## src/hw/csi2_pkg.sv

```systemverilog
package csi2_pkg;

	////////////////////////////////////////////////////////////
	// lane, byte and word widths
	////////////////////////////////////////////////////////////

	// bits per lane per mipi_clk_2 cycle
	localparam int NIBBLE_W = 4;
	localparam int BYTE_W   = 8;
	localparam int WORD_W   = 32;

	// HS sync pattern, bit 0 arrives first
	localparam logic [BYTE_W-1:0] SYNC_BYTE = 8'hB8;

	////////////////////////////////////////////////////////////
	// packet data types and line format
	////////////////////////////////////////////////////////////

	localparam logic [5:0] DT_FRAME_START = 6'h00;
	localparam logic [5:0] DT_FRAME_END   = 6'h01;
	localparam logic [5:0] DT_RAW8        = 6'h2A;

	// below this value a packet is short and has no payload
	localparam logic [5:0] SHORT_DT_LIMIT = 6'h10;

	// only one line length is accepted
	localparam int LINE_BYTES = 640;
	localparam int LINE_WORDS = LINE_BYTES / 4;

	////////////////////////////////////////////////////////////
	// header ECC and payload CRC
	////////////////////////////////////////////////////////////

	// ECC bit n is the parity of the header bits under mask n
	localparam logic [23:0] ECC_MASK0 = 24'hF12CB7;
	localparam logic [23:0] ECC_MASK1 = 24'hF2555B;
	localparam logic [23:0] ECC_MASK2 = 24'h749A6D;
	localparam logic [23:0] ECC_MASK3 = 24'hB8E38E;
	localparam logic [23:0] ECC_MASK4 = 24'hDF03F0;
	localparam logic [23:0] ECC_MASK5 = 24'hEFFC00;

	// entry i is the syndrome of a flip in header bit i
	localparam logic [7:0] ECC_SYNDROME_TABLE [24] = '{
		8'h07, 8'h0B, 8'h0D, 8'h0E, 8'h13, 8'h15, 8'h16, 8'h19,
		8'h1A, 8'h1C, 8'h23, 8'h25, 8'h26, 8'h29, 8'h2A, 8'h2C,
		8'h31, 8'h32, 8'h34, 8'h38, 8'h1F, 8'h2F, 8'h37, 8'h3B
	};

	// reflected form of x^16 + x^12 + x^5 + 1
	localparam logic [15:0] CRC_POLY = 16'h8408;
	localparam logic [15:0] CRC_INIT = 16'hFFFF;

	////////////////////////////////////////////////////////////
	// payload buffer
	////////////////////////////////////////////////////////////

	localparam int FIFO_DEPTH = 8;
	localparam int TAG_W      = 2;

	// frame start carries a zero data field
	localparam logic [TAG_W-1:0] TAG_FS   = 2'd0;
	localparam logic [TAG_W-1:0] TAG_DATA = 2'd1;
	// crc entry holds the packet CRC in bits 15:0
	localparam logic [TAG_W-1:0] TAG_CRC  = 2'd2;

endpackage

```

## src/hw/hs_lane_aligner.sv

```systemverilog
module hs_lane_aligner (
	input  logic                          mipi_clk_2,
	input  logic                          reset,
	input  logic                          rx_active_i,
	input  logic [csi2_pkg::NIBBLE_W-1:0] lane_bits_i,
	output logic [csi2_pkg::BYTE_W-1:0]   byte_o,
	output logic                          byte_valid_o
);

	// three nibbles of history, newest nibble in the top bits
	logic [3*csi2_pkg::NIBBLE_W-1:0] hist;
	logic                            locked;
	logic                            uneven;
	logic                            half;

	logic [csi2_pkg::BYTE_W-1:0]     win_even;
	logic [csi2_pkg::BYTE_W-1:0]     win_uneven;
	logic                            hit_even;
	logic                            hit_uneven;

	// even phase, byte fills the two newest nibbles
	assign win_even = hist[3*csi2_pkg::NIBBLE_W-1 -: csi2_pkg::BYTE_W];

	// uneven phase, byte ends two bits into the newest nibble
	assign win_uneven = hist[3*csi2_pkg::NIBBLE_W-3 -: csi2_pkg::BYTE_W];

	assign hit_even   = !locked && (win_even == csi2_pkg::SYNC_BYTE);
	assign hit_uneven = !locked && (win_uneven == csi2_pkg::SYNC_BYTE);

	////////////////////////////////////////////////////////////
	// sync search and phase lock
	////////////////////////////////////////////////////////////

	// the cycle in which hist first holds the whole sync byte is the hit;
	// half comes up two cycles later, when the first data byte is in place
	always_ff @(posedge mipi_clk_2) begin
		if (reset || !rx_active_i) begin
			hist   <= '0;
			locked <= 1'b0;
			uneven <= 1'b0;
			half   <= 1'b0;
		end else begin
			hist <= {lane_bits_i, hist[3*csi2_pkg::NIBBLE_W-1:csi2_pkg::NIBBLE_W]};
			if (locked) begin
				half <= !half;
			end else if (hit_even || hit_uneven) begin
				locked <= 1'b1;
				// even wins if both windows match
				uneven <= !hit_even;
				half   <= 1'b0;
			end
		end
	end

	////////////////////////////////////////////////////////////
	// byte output
	////////////////////////////////////////////////////////////

	// a full byte sits in the window every second cycle
	assign byte_o       = uneven ? win_uneven : win_even;
	assign byte_valid_o = locked && half;

endmodule

```

## src/hw/csi_packet_parser.sv

```systemverilog
module csi_packet_parser (
	input  logic                          mipi_clk_2,
	input  logic                          reset,
	input  logic                          rx_active_i,
	input  logic [csi2_pkg::NIBBLE_W-1:0] lane0_bits_i,
	input  logic [csi2_pkg::NIBBLE_W-1:0] lane1_bits_i,
	output logic                          push_o,
	output logic [csi2_pkg::WORD_W-1:0]   push_data_o,
	output logic [csi2_pkg::TAG_W-1:0]    push_tag_o
);

	typedef enum logic [1:0] {
		S_HDR,
		S_PAYLOAD,
		S_CRC,
		S_IGNORE
	} state_t;

	state_t                              state;
	logic [csi2_pkg::BYTE_W-1:0]         lane0_byte;
	logic [csi2_pkg::BYTE_W-1:0]         lane1_byte;
	logic                                lane0_valid;
	logic                                pair_sel;
	logic [2*csi2_pkg::BYTE_W-1:0]       low_half;
	logic [csi2_pkg::WORD_W-1:0]         word;
	logic                                word_done;
	logic [$clog2(csi2_pkg::LINE_WORDS)-1:0] word_cnt;

	logic [5:0]                          ecc_calc;
	logic [7:0]                          syndrome;
	logic [23:0]                         flip;
	logic [23:0]                         hdr_fix;
	logic                                hdr_ok;
	logic [5:0]                          hdr_dt;
	logic [15:0]                         hdr_wc;
	logic                                is_long;
	logic                                accept_line;

	// lane 1 runs in step with lane 0, so only lane 0's strobe is used
	hs_lane_aligner u_lane0 (
		.mipi_clk_2   (mipi_clk_2),
		.reset        (reset),
		.rx_active_i  (rx_active_i),
		.lane_bits_i  (lane0_bits_i),
		.byte_o       (lane0_byte),
		.byte_valid_o (lane0_valid)
	);

	hs_lane_aligner u_lane1 (
		.mipi_clk_2   (mipi_clk_2),
		.reset        (reset),
		.rx_active_i  (rx_active_i),
		.lane_bits_i  (lane1_bits_i),
		.byte_o       (lane1_byte),
		.byte_valid_o ()
	);

	// little-endian word with the even bytes from lane 0
	assign word      = {lane1_byte, lane0_byte, low_half};
	assign word_done = lane0_valid && pair_sel;

	////////////////////////////////////////////////////////////
	// header ECC check and single-bit correction
	////////////////////////////////////////////////////////////

	assign ecc_calc[0] = ^(word[23:0] & csi2_pkg::ECC_MASK0);
	assign ecc_calc[1] = ^(word[23:0] & csi2_pkg::ECC_MASK1);
	assign ecc_calc[2] = ^(word[23:0] & csi2_pkg::ECC_MASK2);
	assign ecc_calc[3] = ^(word[23:0] & csi2_pkg::ECC_MASK3);
	assign ecc_calc[4] = ^(word[23:0] & csi2_pkg::ECC_MASK4);
	assign ecc_calc[5] = ^(word[23:0] & csi2_pkg::ECC_MASK5);

	// ecc bits 7:6 are always sent as zero
	assign syndrome = {2'b00, ecc_calc} ^ word[31:24];

	always_comb begin
		flip = '0;
		for (int i = 0; i < 24; i++) begin
			if (syndrome == csi2_pkg::ECC_SYNDROME_TABLE[i]) begin
				flip[i] = 1'b1;
			end
		end
	end

	assign hdr_fix = word[23:0] ^ flip;
	assign hdr_ok  = (syndrome == 8'h00) || (flip != '0);
	assign hdr_dt  = hdr_fix[5:0];
	assign hdr_wc  = hdr_fix[23:8];

	assign is_long     = hdr_dt >= csi2_pkg::SHORT_DT_LIMIT;
	assign accept_line = is_long && (hdr_dt == csi2_pkg::DT_RAW8) &&
		(hdr_wc == 16'(csi2_pkg::LINE_BYTES));

	////////////////////////////////////////////////////////////
	// packet FSM
	////////////////////////////////////////////////////////////

	always_ff @(posedge mipi_clk_2) begin
		if (reset || !rx_active_i) begin
			state    <= S_HDR;
			pair_sel <= 1'b0;
			word_cnt <= '0;
			push_o   <= 1'b0;
		end else begin
			push_o <= 1'b0;
			if (lane0_valid) begin
				pair_sel <= !pair_sel;
			end
			case (state)
				S_HDR: begin
					if (word_done) begin
						if (!hdr_ok) begin
							state <= S_IGNORE;
						end else begin
							case (hdr_dt)
								csi2_pkg::DT_FRAME_START: begin
									push_o <= 1'b1;
									state  <= S_IGNORE;
								end
								// nothing downstream acts on frame end
								csi2_pkg::DT_FRAME_END: state <= S_IGNORE;
								default: state <= accept_line ? S_PAYLOAD : S_IGNORE;
							endcase
						end
					end
				end
				S_PAYLOAD: begin
					if (word_done) begin
						push_o <= 1'b1;
						if (word_cnt == ($bits(word_cnt))'(csi2_pkg::LINE_WORDS - 1)) begin
							word_cnt <= '0;
							state    <= S_CRC;
						end else begin
							word_cnt <= word_cnt + 1'b1;
						end
					end
				end
				// the crc sits in the first pair after the payload
				S_CRC: begin
					if (lane0_valid) begin
						push_o <= 1'b1;
						state  <= S_IGNORE;
					end
				end
				default: begin
				end
			endcase
		end
	end

	// entry contents follow the state and count only with push_o
	always_ff @(posedge mipi_clk_2) begin
		if (lane0_valid && !pair_sel) begin
			low_half <= {lane1_byte, lane0_byte};
		end
		case (state)
			S_HDR: begin
				push_data_o <= '0;
				push_tag_o  <= csi2_pkg::TAG_FS;
			end
			S_PAYLOAD: begin
				push_data_o <= word;
				push_tag_o  <= csi2_pkg::TAG_DATA;
			end
			default: begin
				push_data_o <= {16'h0000, lane1_byte, lane0_byte};
				push_tag_o  <= csi2_pkg::TAG_CRC;
			end
		endcase
	end

endmodule

```

## src/hw/payload_fifo.sv

```systemverilog
module payload_fifo (
	input  logic                        mipi_clk_2,
	input  logic                        reset,
	input  logic                        push_i,
	input  logic [csi2_pkg::WORD_W-1:0] push_data_i,
	input  logic [csi2_pkg::TAG_W-1:0]  push_tag_i,
	input  logic                        pop_i,
	output logic [csi2_pkg::WORD_W-1:0] pop_data_o,
	output logic [csi2_pkg::TAG_W-1:0]  pop_tag_o,
	output logic                        empty_o,
	output logic                        fifo_overflow_o
);

	// tag in the top bits, data word below
	logic [csi2_pkg::TAG_W+csi2_pkg::WORD_W-1:0] mem [csi2_pkg::FIFO_DEPTH];

	logic [$clog2(csi2_pkg::FIFO_DEPTH)-1:0]   wr_ptr;
	logic [$clog2(csi2_pkg::FIFO_DEPTH)-1:0]   rd_ptr;
	logic [$clog2(csi2_pkg::FIFO_DEPTH+1)-1:0] fill_count;
	logic                                      full;
	logic                                      wr_en;
	logic                                      rd_en;

	assign full    = fill_count == ($bits(fill_count))'(csi2_pkg::FIFO_DEPTH);
	assign empty_o = fill_count == '0;
	assign wr_en   = push_i && !full;
	assign rd_en   = pop_i && !empty_o;

	// first-word fall-through, head entry always on the outputs
	assign {pop_tag_o, pop_data_o} = mem[rd_ptr];

	always_ff @(posedge mipi_clk_2) begin
		if (wr_en) begin
			mem[wr_ptr] <= {push_tag_i, push_data_i};
		end
	end

	// pointers wrap on their own, depth is a power of two
	always_ff @(posedge mipi_clk_2) begin
		if (reset) begin
			wr_ptr          <= '0;
			rd_ptr          <= '0;
			fill_count      <= '0;
			fifo_overflow_o <= 1'b0;
		end else begin
			if (wr_en) begin
				wr_ptr <= wr_ptr + 1'b1;
			end
			if (rd_en) begin
				rd_ptr <= rd_ptr + 1'b1;
			end
			if (wr_en && !rd_en) begin
				fill_count <= fill_count + 1'b1;
			end else if (rd_en && !wr_en) begin
				fill_count <= fill_count - 1'b1;
			end
			// sticky, the dropped entry is lost
			if (push_i && full) begin
				fifo_overflow_o <= 1'b1;
			end
		end
	end

endmodule

```

## src/hw/frame_writer.sv

```systemverilog
module frame_writer (
	input  logic                        mipi_clk_2,
	input  logic                        reset,
	input  logic                        empty_i,
	input  logic [csi2_pkg::WORD_W-1:0] pop_data_i,
	input  logic [csi2_pkg::TAG_W-1:0]  pop_tag_i,
	output logic                        pop_o,
	output logic                        ram_we_o,
	output logic [31:0]                 ram_addr_o,
	output logic [csi2_pkg::WORD_W-1:0] ram_data_o,
	output logic [15:0]                 line_count_o,
	output logic                        line_done_o,
	output logic                        crc_ok_o
);

	logic [15:0] crc;
	logic [31:0] next_addr;

	////////////////////////////////////////////////////////////
	// CRC-16 over bytes least significant first and bits lsb first
	////////////////////////////////////////////////////////////

	function automatic logic [15:0] crc_fold_word(
		input logic [15:0]                 crc_in,
		input logic [csi2_pkg::WORD_W-1:0] data
	);
		logic [15:0] c;
		logic        fb;
		c = crc_in;
		for (int i = 0; i < csi2_pkg::WORD_W; i++) begin
			fb = c[0] ^ data[i];
			c  = c >> 1;
			if (fb) begin
				c = c ^ csi2_pkg::CRC_POLY;
			end
		end
		return c;
	endfunction

	// fifo output is valid while not empty, so take one entry per cycle
	assign pop_o = !empty_i;

	////////////////////////////////////////////////////////////
	// entry handling
	////////////////////////////////////////////////////////////

	always_ff @(posedge mipi_clk_2) begin
		if (reset) begin
			ram_we_o     <= 1'b0;
			ram_addr_o   <= '0;
			next_addr    <= '0;
			line_count_o <= '0;
			line_done_o  <= 1'b0;
			crc_ok_o     <= 1'b0;
			crc          <= csi2_pkg::CRC_INIT;
		end else begin
			ram_we_o    <= 1'b0;
			line_done_o <= 1'b0;
			if (pop_o) begin
				case (pop_tag_i)
					csi2_pkg::TAG_FS: begin
						ram_addr_o   <= '0;
						next_addr    <= '0;
						line_count_o <= '0;
						crc          <= csi2_pkg::CRC_INIT;
					end
					csi2_pkg::TAG_DATA: begin
						ram_we_o   <= 1'b1;
						ram_addr_o <= next_addr;
						next_addr  <= next_addr + 1'b1;
						crc        <= crc_fold_word(crc, pop_data_i);
					end
					csi2_pkg::TAG_CRC: begin
						line_done_o  <= 1'b1;
						// holds its value until the next line ends
						crc_ok_o     <= pop_data_i[15:0] == crc;
						line_count_o <= line_count_o + 1'b1;
						crc          <= csi2_pkg::CRC_INIT;
					end
					default: begin
					end
				endcase
			end
		end
	end

	// write data register loaded from each data entry
	always_ff @(posedge mipi_clk_2) begin
		if (pop_o && (pop_tag_i == csi2_pkg::TAG_DATA)) begin
			ram_data_o <= pop_data_i;
		end
	end

endmodule

```

## src/hw/csi2_rx_top.sv

```systemverilog
module csi2_rx_top (
	input  logic                          mipi_clk_2,
	input  logic                          reset,
	input  logic                          rx_active_i,
	input  logic [csi2_pkg::NIBBLE_W-1:0] lane0_bits_i,
	input  logic [csi2_pkg::NIBBLE_W-1:0] lane1_bits_i,
	output logic                          ram_we_o,
	output logic [31:0]                   ram_addr_o,
	output logic [csi2_pkg::WORD_W-1:0]   ram_data_o,
	output logic [15:0]                   line_count_o,
	output logic                          line_done_o,
	output logic                          crc_ok_o,
	output logic                          fifo_overflow_o
);

	// parser to buffer
	logic                        push;
	logic [csi2_pkg::WORD_W-1:0] push_data;
	logic [csi2_pkg::TAG_W-1:0]  push_tag;

	// buffer to writer
	logic                        pop;
	logic [csi2_pkg::WORD_W-1:0] pop_data;
	logic [csi2_pkg::TAG_W-1:0]  pop_tag;
	logic                        empty;

	csi_packet_parser u_parser (
		.mipi_clk_2   (mipi_clk_2),
		.reset        (reset),
		.rx_active_i  (rx_active_i),
		.lane0_bits_i (lane0_bits_i),
		.lane1_bits_i (lane1_bits_i),
		.push_o       (push),
		.push_data_o  (push_data),
		.push_tag_o   (push_tag)
	);

	payload_fifo u_fifo (
		.mipi_clk_2      (mipi_clk_2),
		.reset           (reset),
		.push_i          (push),
		.push_data_i     (push_data),
		.push_tag_i      (push_tag),
		.pop_i           (pop),
		.pop_data_o      (pop_data),
		.pop_tag_o       (pop_tag),
		.empty_o         (empty),
		.fifo_overflow_o (fifo_overflow_o)
	);

	frame_writer u_writer (
		.mipi_clk_2   (mipi_clk_2),
		.reset        (reset),
		.empty_i      (empty),
		.pop_data_i   (pop_data),
		.pop_tag_i    (pop_tag),
		.pop_o        (pop),
		.ram_we_o     (ram_we_o),
		.ram_addr_o   (ram_addr_o),
		.ram_data_o   (ram_data_o),
		.line_count_o (line_count_o),
		.line_done_o  (line_done_o),
		.crc_ok_o     (crc_ok_o)
	);

endmodule

```

## config.mk

```make
export PLATFORM = sky130hd
export DESIGN_NAME = csi2_rx_top
export DESIGN_NICKNAME = d
export VERILOG_FILES = /design/src/hw/csi2_pkg.sv /design/src/hw/hs_lane_aligner.sv /design/src/hw/csi_packet_parser.sv /design/src/hw/payload_fifo.sv /design/src/hw/frame_writer.sv /design/src/hw/csi2_rx_top.sv
export SDC_FILE = /design/constraint.sdc
export NUM_CORES = 1
export LEC_CHECK = 0
export ABC_AREA = 1
export BUFFER_PORTS_ARGS = -buffer_cell sky130_fd_sc_hd__buf_2
export CORE_UTILIZATION = 50
export DETAILED_ROUTE_END_ITERATION = 7
export PLACE_DENSITY = 0.8
export SETUP_SLACK_MARGIN = 0.02
export SLEW_MARGIN = 20
export SYNTH_ARGS = -nofsm -noshare
export SYNTH_HDL_FRONTEND = slang
export SYNTH_SLANG_ARGS = --single-unit
```

## constraint.sdc

```tcl
create_clock -name mipi_clk_2 -period 3.7 [get_ports mipi_clk_2]
set_clock_uncertainty 0.15 [all_clocks]
set_input_delay 0.37 -clock mipi_clk_2 [delete_from_list [all_inputs] [get_ports mipi_clk_2]]
set_output_delay 0.37 -clock mipi_clk_2 [all_outputs]
set_load 0.02 [all_outputs]
```

Word-level counts from Yosys, hierarchy flattened --
Memory sizes are Yosys's and may differ from the RTL's. A register that Yosys moved wholly into a read port is not among the register bits. Index checks and enable logic that the tools add are counted.
Operators by class: eq/ne operators 42, mux-type cells 186, $mul 0, add/subtract/negate cells 7, divide/modulo/power cells 0, shift-type cells 0, reduce and logical (&&, ||, !) cells 57, bitwise operators 69, order comparisons 1
Operator list (count):
- 16-bit 2-to-1 mux | 125
- 32-bit case mux with 2 select lines | 3
- 24-bit parity | 6
- 8-bit by 6-bit == test with 1-bit output, second input constant | 13
- 2-bit inverter with 3-bit output | 32
- 16-bit case mux with 2 select lines | 2
- 8-bit by 5-bit == test with 1-bit output, second input constant | 7
- 8-bit == test, second input constant | 5
- 1-bit 2-to-1 mux | 39
- 32-bit by 1-bit adder with 32-bit output, second input constant | 1
- 1-bit bitwise XOR | 32
- 8-bit by 4-bit == test with 1-bit output, second input constant | 3
- 8-bit 2-to-1 mux | 3
- 24-bit nonzero test | 1
- 24-bit bitwise XOR | 1
- 16-bit by 1-bit adder with 16-bit output, second input constant | 1
- 16-bit by 10-bit == test with 1-bit output, second input constant | 1
- 16-bit == test | 1
- 1-bit logical AND | 14
- 2-bit 2-to-1 mux | 7
- 2-bit AND reduction | 7
- 1-bit logical NOT | 10
- 2-bit nonzero test | 5
- 8-bit by 1-bit adder with 8-bit output, second input constant | 1
- 26 further kinds | 42
Storage, ports and cells: bits in latches 0, bits in read-only memories 0, bits in writable memories 272, memories kept 1, register bits 233
Memory list:
- u_fifo.mem | depth 8, bits a word 34, rd ports 1, clocked after Yosys merged registers in 1, write ports 1, RTL line payload_fifo.sv:15 | logic [csi2_pkg::TAG_W+csi2_pkg::WORD_W-1:0] mem [csi2_pkg::FIFO_DEPTH];

Longest topological paths before layout --
depth in word-level cells 158, depth in mapped cells 28, depth with buffers taken out 27

Cells and area by module --
Synthesis repeated with hierarchy kept, for this count alone.
Unflattened totals: cell total of the unflattened synthesis 2680, area total of the unflattened synthesis 23552.6 um^2
Modules (own cells, without submodules):
- payload_fifo | seq. area each 8448.1 um^2, times used 1, area each 11334.6 um^2, cells an instance 934
- frame_writer | seq. area each 2942.8 um^2, times used 1, area each 6879.1 um^2, cells an instance 921
- csi_packet_parser | seq. area each 1401.3 um^2, times used 1, area each 4167.7 um^2, cells an instance 651
- hs_lane_aligner | seq. area each 260.2 um^2, times used 2, area each 585.6 um^2, cells an instance 87

Worst setup path after synthesis --
Ideal clock, no wire load.
kind reg2reg, start register (tool-made name), end register u_writer.ram_addr_o[10], clock period less this slack 3.975 ns, path buffers 4, data arrival time 3.751 ns, setup slack -0.275 ns, stages on the path, launching flop included 17, cells stage by stage dfxtp_1 inv_2 buf_6 buf_6 buf_4 nor2_1 o22ai_1 nand2_1 o21ai_2 nor2_8 inv_4 nor2_1 inv_1 nor2_4 inv_1 clkbuf_1 o21ai_0
RTL lines:
- end signal, assigned | RTL line frame_writer.sv:69 | ram_addr_o <= next_addr;
- end, declared | RTL line frame_writer.sv:9 | output logic [31:0] ram_addr_o,

==> metrics <==
Hold Path Class=in -> reg; leak pwr=11.0 nW; minimum clock period after layout=3.44 ns; final estimated routing congestion in global placement=1.01; core box area=0.0454 mm2; WP data arrival=3.77 ns; setup_tns=0 ns; Crit path top cell by count=nand2_1; top cells by area, synth=edfxtp_1 42%, dfxtp_1 16%, nand2_1 9.3%; #FFs+latches synth=504; power per cell area=910 mW/mm2; Multi-input gate area=0.00814 mm2; most frequent cells in the layout=564 x nand2_1, 320 x edfxtp_1, 277 x inv_1, 242 x nor2_1, 225 x nand3_1; GRT overflow=0; vias in the first global route=17200; number of primary I/O pins=95; Die W=216 um; Hold Slack=0.0670 ns; Setup crit end kind=register; number of port buffers=94; RSZ-0062 raised after global routing=true; Seq/Total Area, Yosys=57.9%; Setup-failing EPs final=0; met1 usage=32.1%; Worst-path clk slew=0.06 ns; number of max-cap violations=0; antenna violations before repair=0; met2 Usage GRT=42.2%; most common cell after layout, fill and taps aside=nand2_1; initial detailed-routing violation count=1951; WL final=59.8 mm; via count=18100; fin crit share=93.0%; postcts setup bufs=0; # fillers=3740; routing usage on met3=3.80%; worst slack at placement=0.249 ns; Critical Path RT=4.03 ns; Clock Sinks=504; slew margin rel.=47.3%; status=completed; routed length per instance=18.4 um; critical path class=reg -> reg; HPWL Detailed=39.5 mm; Total Power=0.0238 W; clock tree from TritonCTS=built; Max VDD drop=0.809 mV; highest cell delay on the worst timing path=0.46 ns; Syn Area/Cell=9.22 um2; mapped cell area=0.0230 mm2; die outline height=216 um; first-pass GRT wire length=92.2 mm; Inserted Diodes=0; CP Max Fanout=47; CTS Root Cell=clkbuf_16; cell taking the most area after synthesis=edfxtp_1; Avg Vias per Cell=5.57; Max Clk Rate=291 MHz; layer with the highest usage=met2; DR DRC count=0; Yosys top cell area share=41.8%; syn_nets=2514; Syn. warnings=0; Syn Inst Count=2490; post-route ant nets=0; TritonCTS Buffers=50; Worst setup SP type=register; Final Hold Violating Endpoints=0; pin count of the biggest net entering global routing=95; GRT Total Usage=25.1%; Slew @ Worst Pin=0.789 ns; fin. max-slew vios=0; CP Cell Sequence=buf_16 > nand2_1 > nand3_1 > nand3_1 > nand2_2 > nand2_1 > nand2_1 > nand2_2 > nand2_2 > nand2_1 > nand3_2 > nand2_2 > nand2_1 > nand3_1 > nand2_2 > nand2_2 > nand2_2 > inv_1 > nand2_1 > nand2_1 > nand2_1 > nand3_1 > nand2_1 > nand2_1; CP max-delay cell=dfxtp_4; H-tree Lvls=2; drt pass-1 iters=6; layout overhead on the synthesized area=13.7%; Starting Density=50.6%; Synth cell types=58; CTS Buffer Depth=3; Final nets=2635; num rows=78; Storage cell area=0.0133 mm2; share of layout cells above drive strength 1=13.5%; die area=0.0468 mm2; Worst-Skew Late Latency=0.59 ns; PnR worst setup slack=0.261 ns
==> power by group <==
| part | internal, W | switching [W] |
|---|---|---|
| combinational | 0.00375 | 0.00826 |
| sequential | 0.00631 | 0.000196 |
| clock | 0.00310 | 0.00215 |
==> cell usage after synthesis (all sizes together) <==
cell type	instances
nand2	619
edfxtp	320
inv	294
nor2	266
nand3	237
o21ai	194
dfxtp	184
a21oi	60
buf	52
xor2	45
o22ai	39
xnor2	34
clkbuf	30
nor3	20
nand4	17
ha	13
nand3b	13
nor4	8
a32oi	7
a32o	6
o211ai	5
a31oi	4
or2	3
a221oi	2
a22oi	2
and2	2
and3	2
clkinv	2
o21a	2
o221ai	2
o31ai	2
a211oi	1
a21boi	1
a21o	1
o211a	1
==> routing by layer <==
metal,up-vias,part of all wire (%)
li1,8524,-
met1,8552,40
met2,866,48
met3,182,8.0
met4,0,4.3
met5,-,0
==> critical path, delay by kind of cell (launching register included) <==
family / cells / cell delay (ns)
buffers and inverters: 2 / 0.31
AND/OR/NAND/NOR: 22 / 2.38
flip-flops: 1 / 0.46
==> final timing paths <==
check | startpoint | to | slack, ns | cells past startpoint
max reg2reg | register | u_writer.crc[0] | 0.26 | 24
max | register | u_writer.crc[0] | 0.26 | 24
min | reset | u_writer.line_count_o[3] | 0.07 | 2
min reg2reg | u_parser.u_lane1.hist[10] | u_parser.u_lane1.hist[6] | 0.29 | 2
==> layout make-up <==
cell class              count  area share (%)
clock buffers              71            5.41
repair buffers            151            4.19
well taps                 600            2.88
clock inverters            22            1.11
inverters                 296            4.29
flip-flops and latches    504            50.9
multi-input cells        1608            31.2
==> stage by stage <==
| stage | instance area (um2) | cells | utilization (%) |
|---|---|---|---|
| 2_1_floorplan | 23000 | 2490 | - |
| 5_1_grt | 26100 | 3252 | 57.5 |
| 3_3_place_gp | 24200 | 3147 | 53.2 |
| 3_5_place_dp | 24200 | 3147 | 53.2 |
| 6_report | 26100 | 3252 | 57.5 |
| 4_1_cts | 25900 | 3248 | 57.2 |
==> kinds of logic (layout without fill, tap and decap cells) <==
group	Yosys count	in the layout	share of synthesized area, %
simple gates	1187	1187	22.6
buf+inv	378	540	7.12
compound gates	329	329	8.51
fa+ha+maj	13	13	0.708
xor+xnor	79	79	3.16
flops	504	504	57.9
==> state kept, by name (all words and copies together) (netlist names), 2 cells and up, named ones only <==
name                   flops
u_writer.crc              16
u_parser.u_lane1.hist     10
u_fifo.fill_count          4
u_parser.state             2
u_parser.low_half         16
u_parser.u_lane0.hist     10
u_writer.next_addr        32
u_fifo.mem               272
u_writer.ram_data_o       32
u_writer.line_count_o     16
u_fifo.wr_ptr              3
u_parser.push_tag_o        2
u_parser.push_data_o      32
u_parser.word_cnt          8
u_fifo.rd_ptr              3
u_writer.ram_addr_o       32
==> what timing repair did <==
item / in CTS / in global routing
hold buffers: 8 / 0
endpoints found under the hold margin: 8 / 0
endpoints found under the setup margin: 0 / 11
gates resized for setup: 0 / 16
No activity file was read; power rests on OpenSTA's default activity.
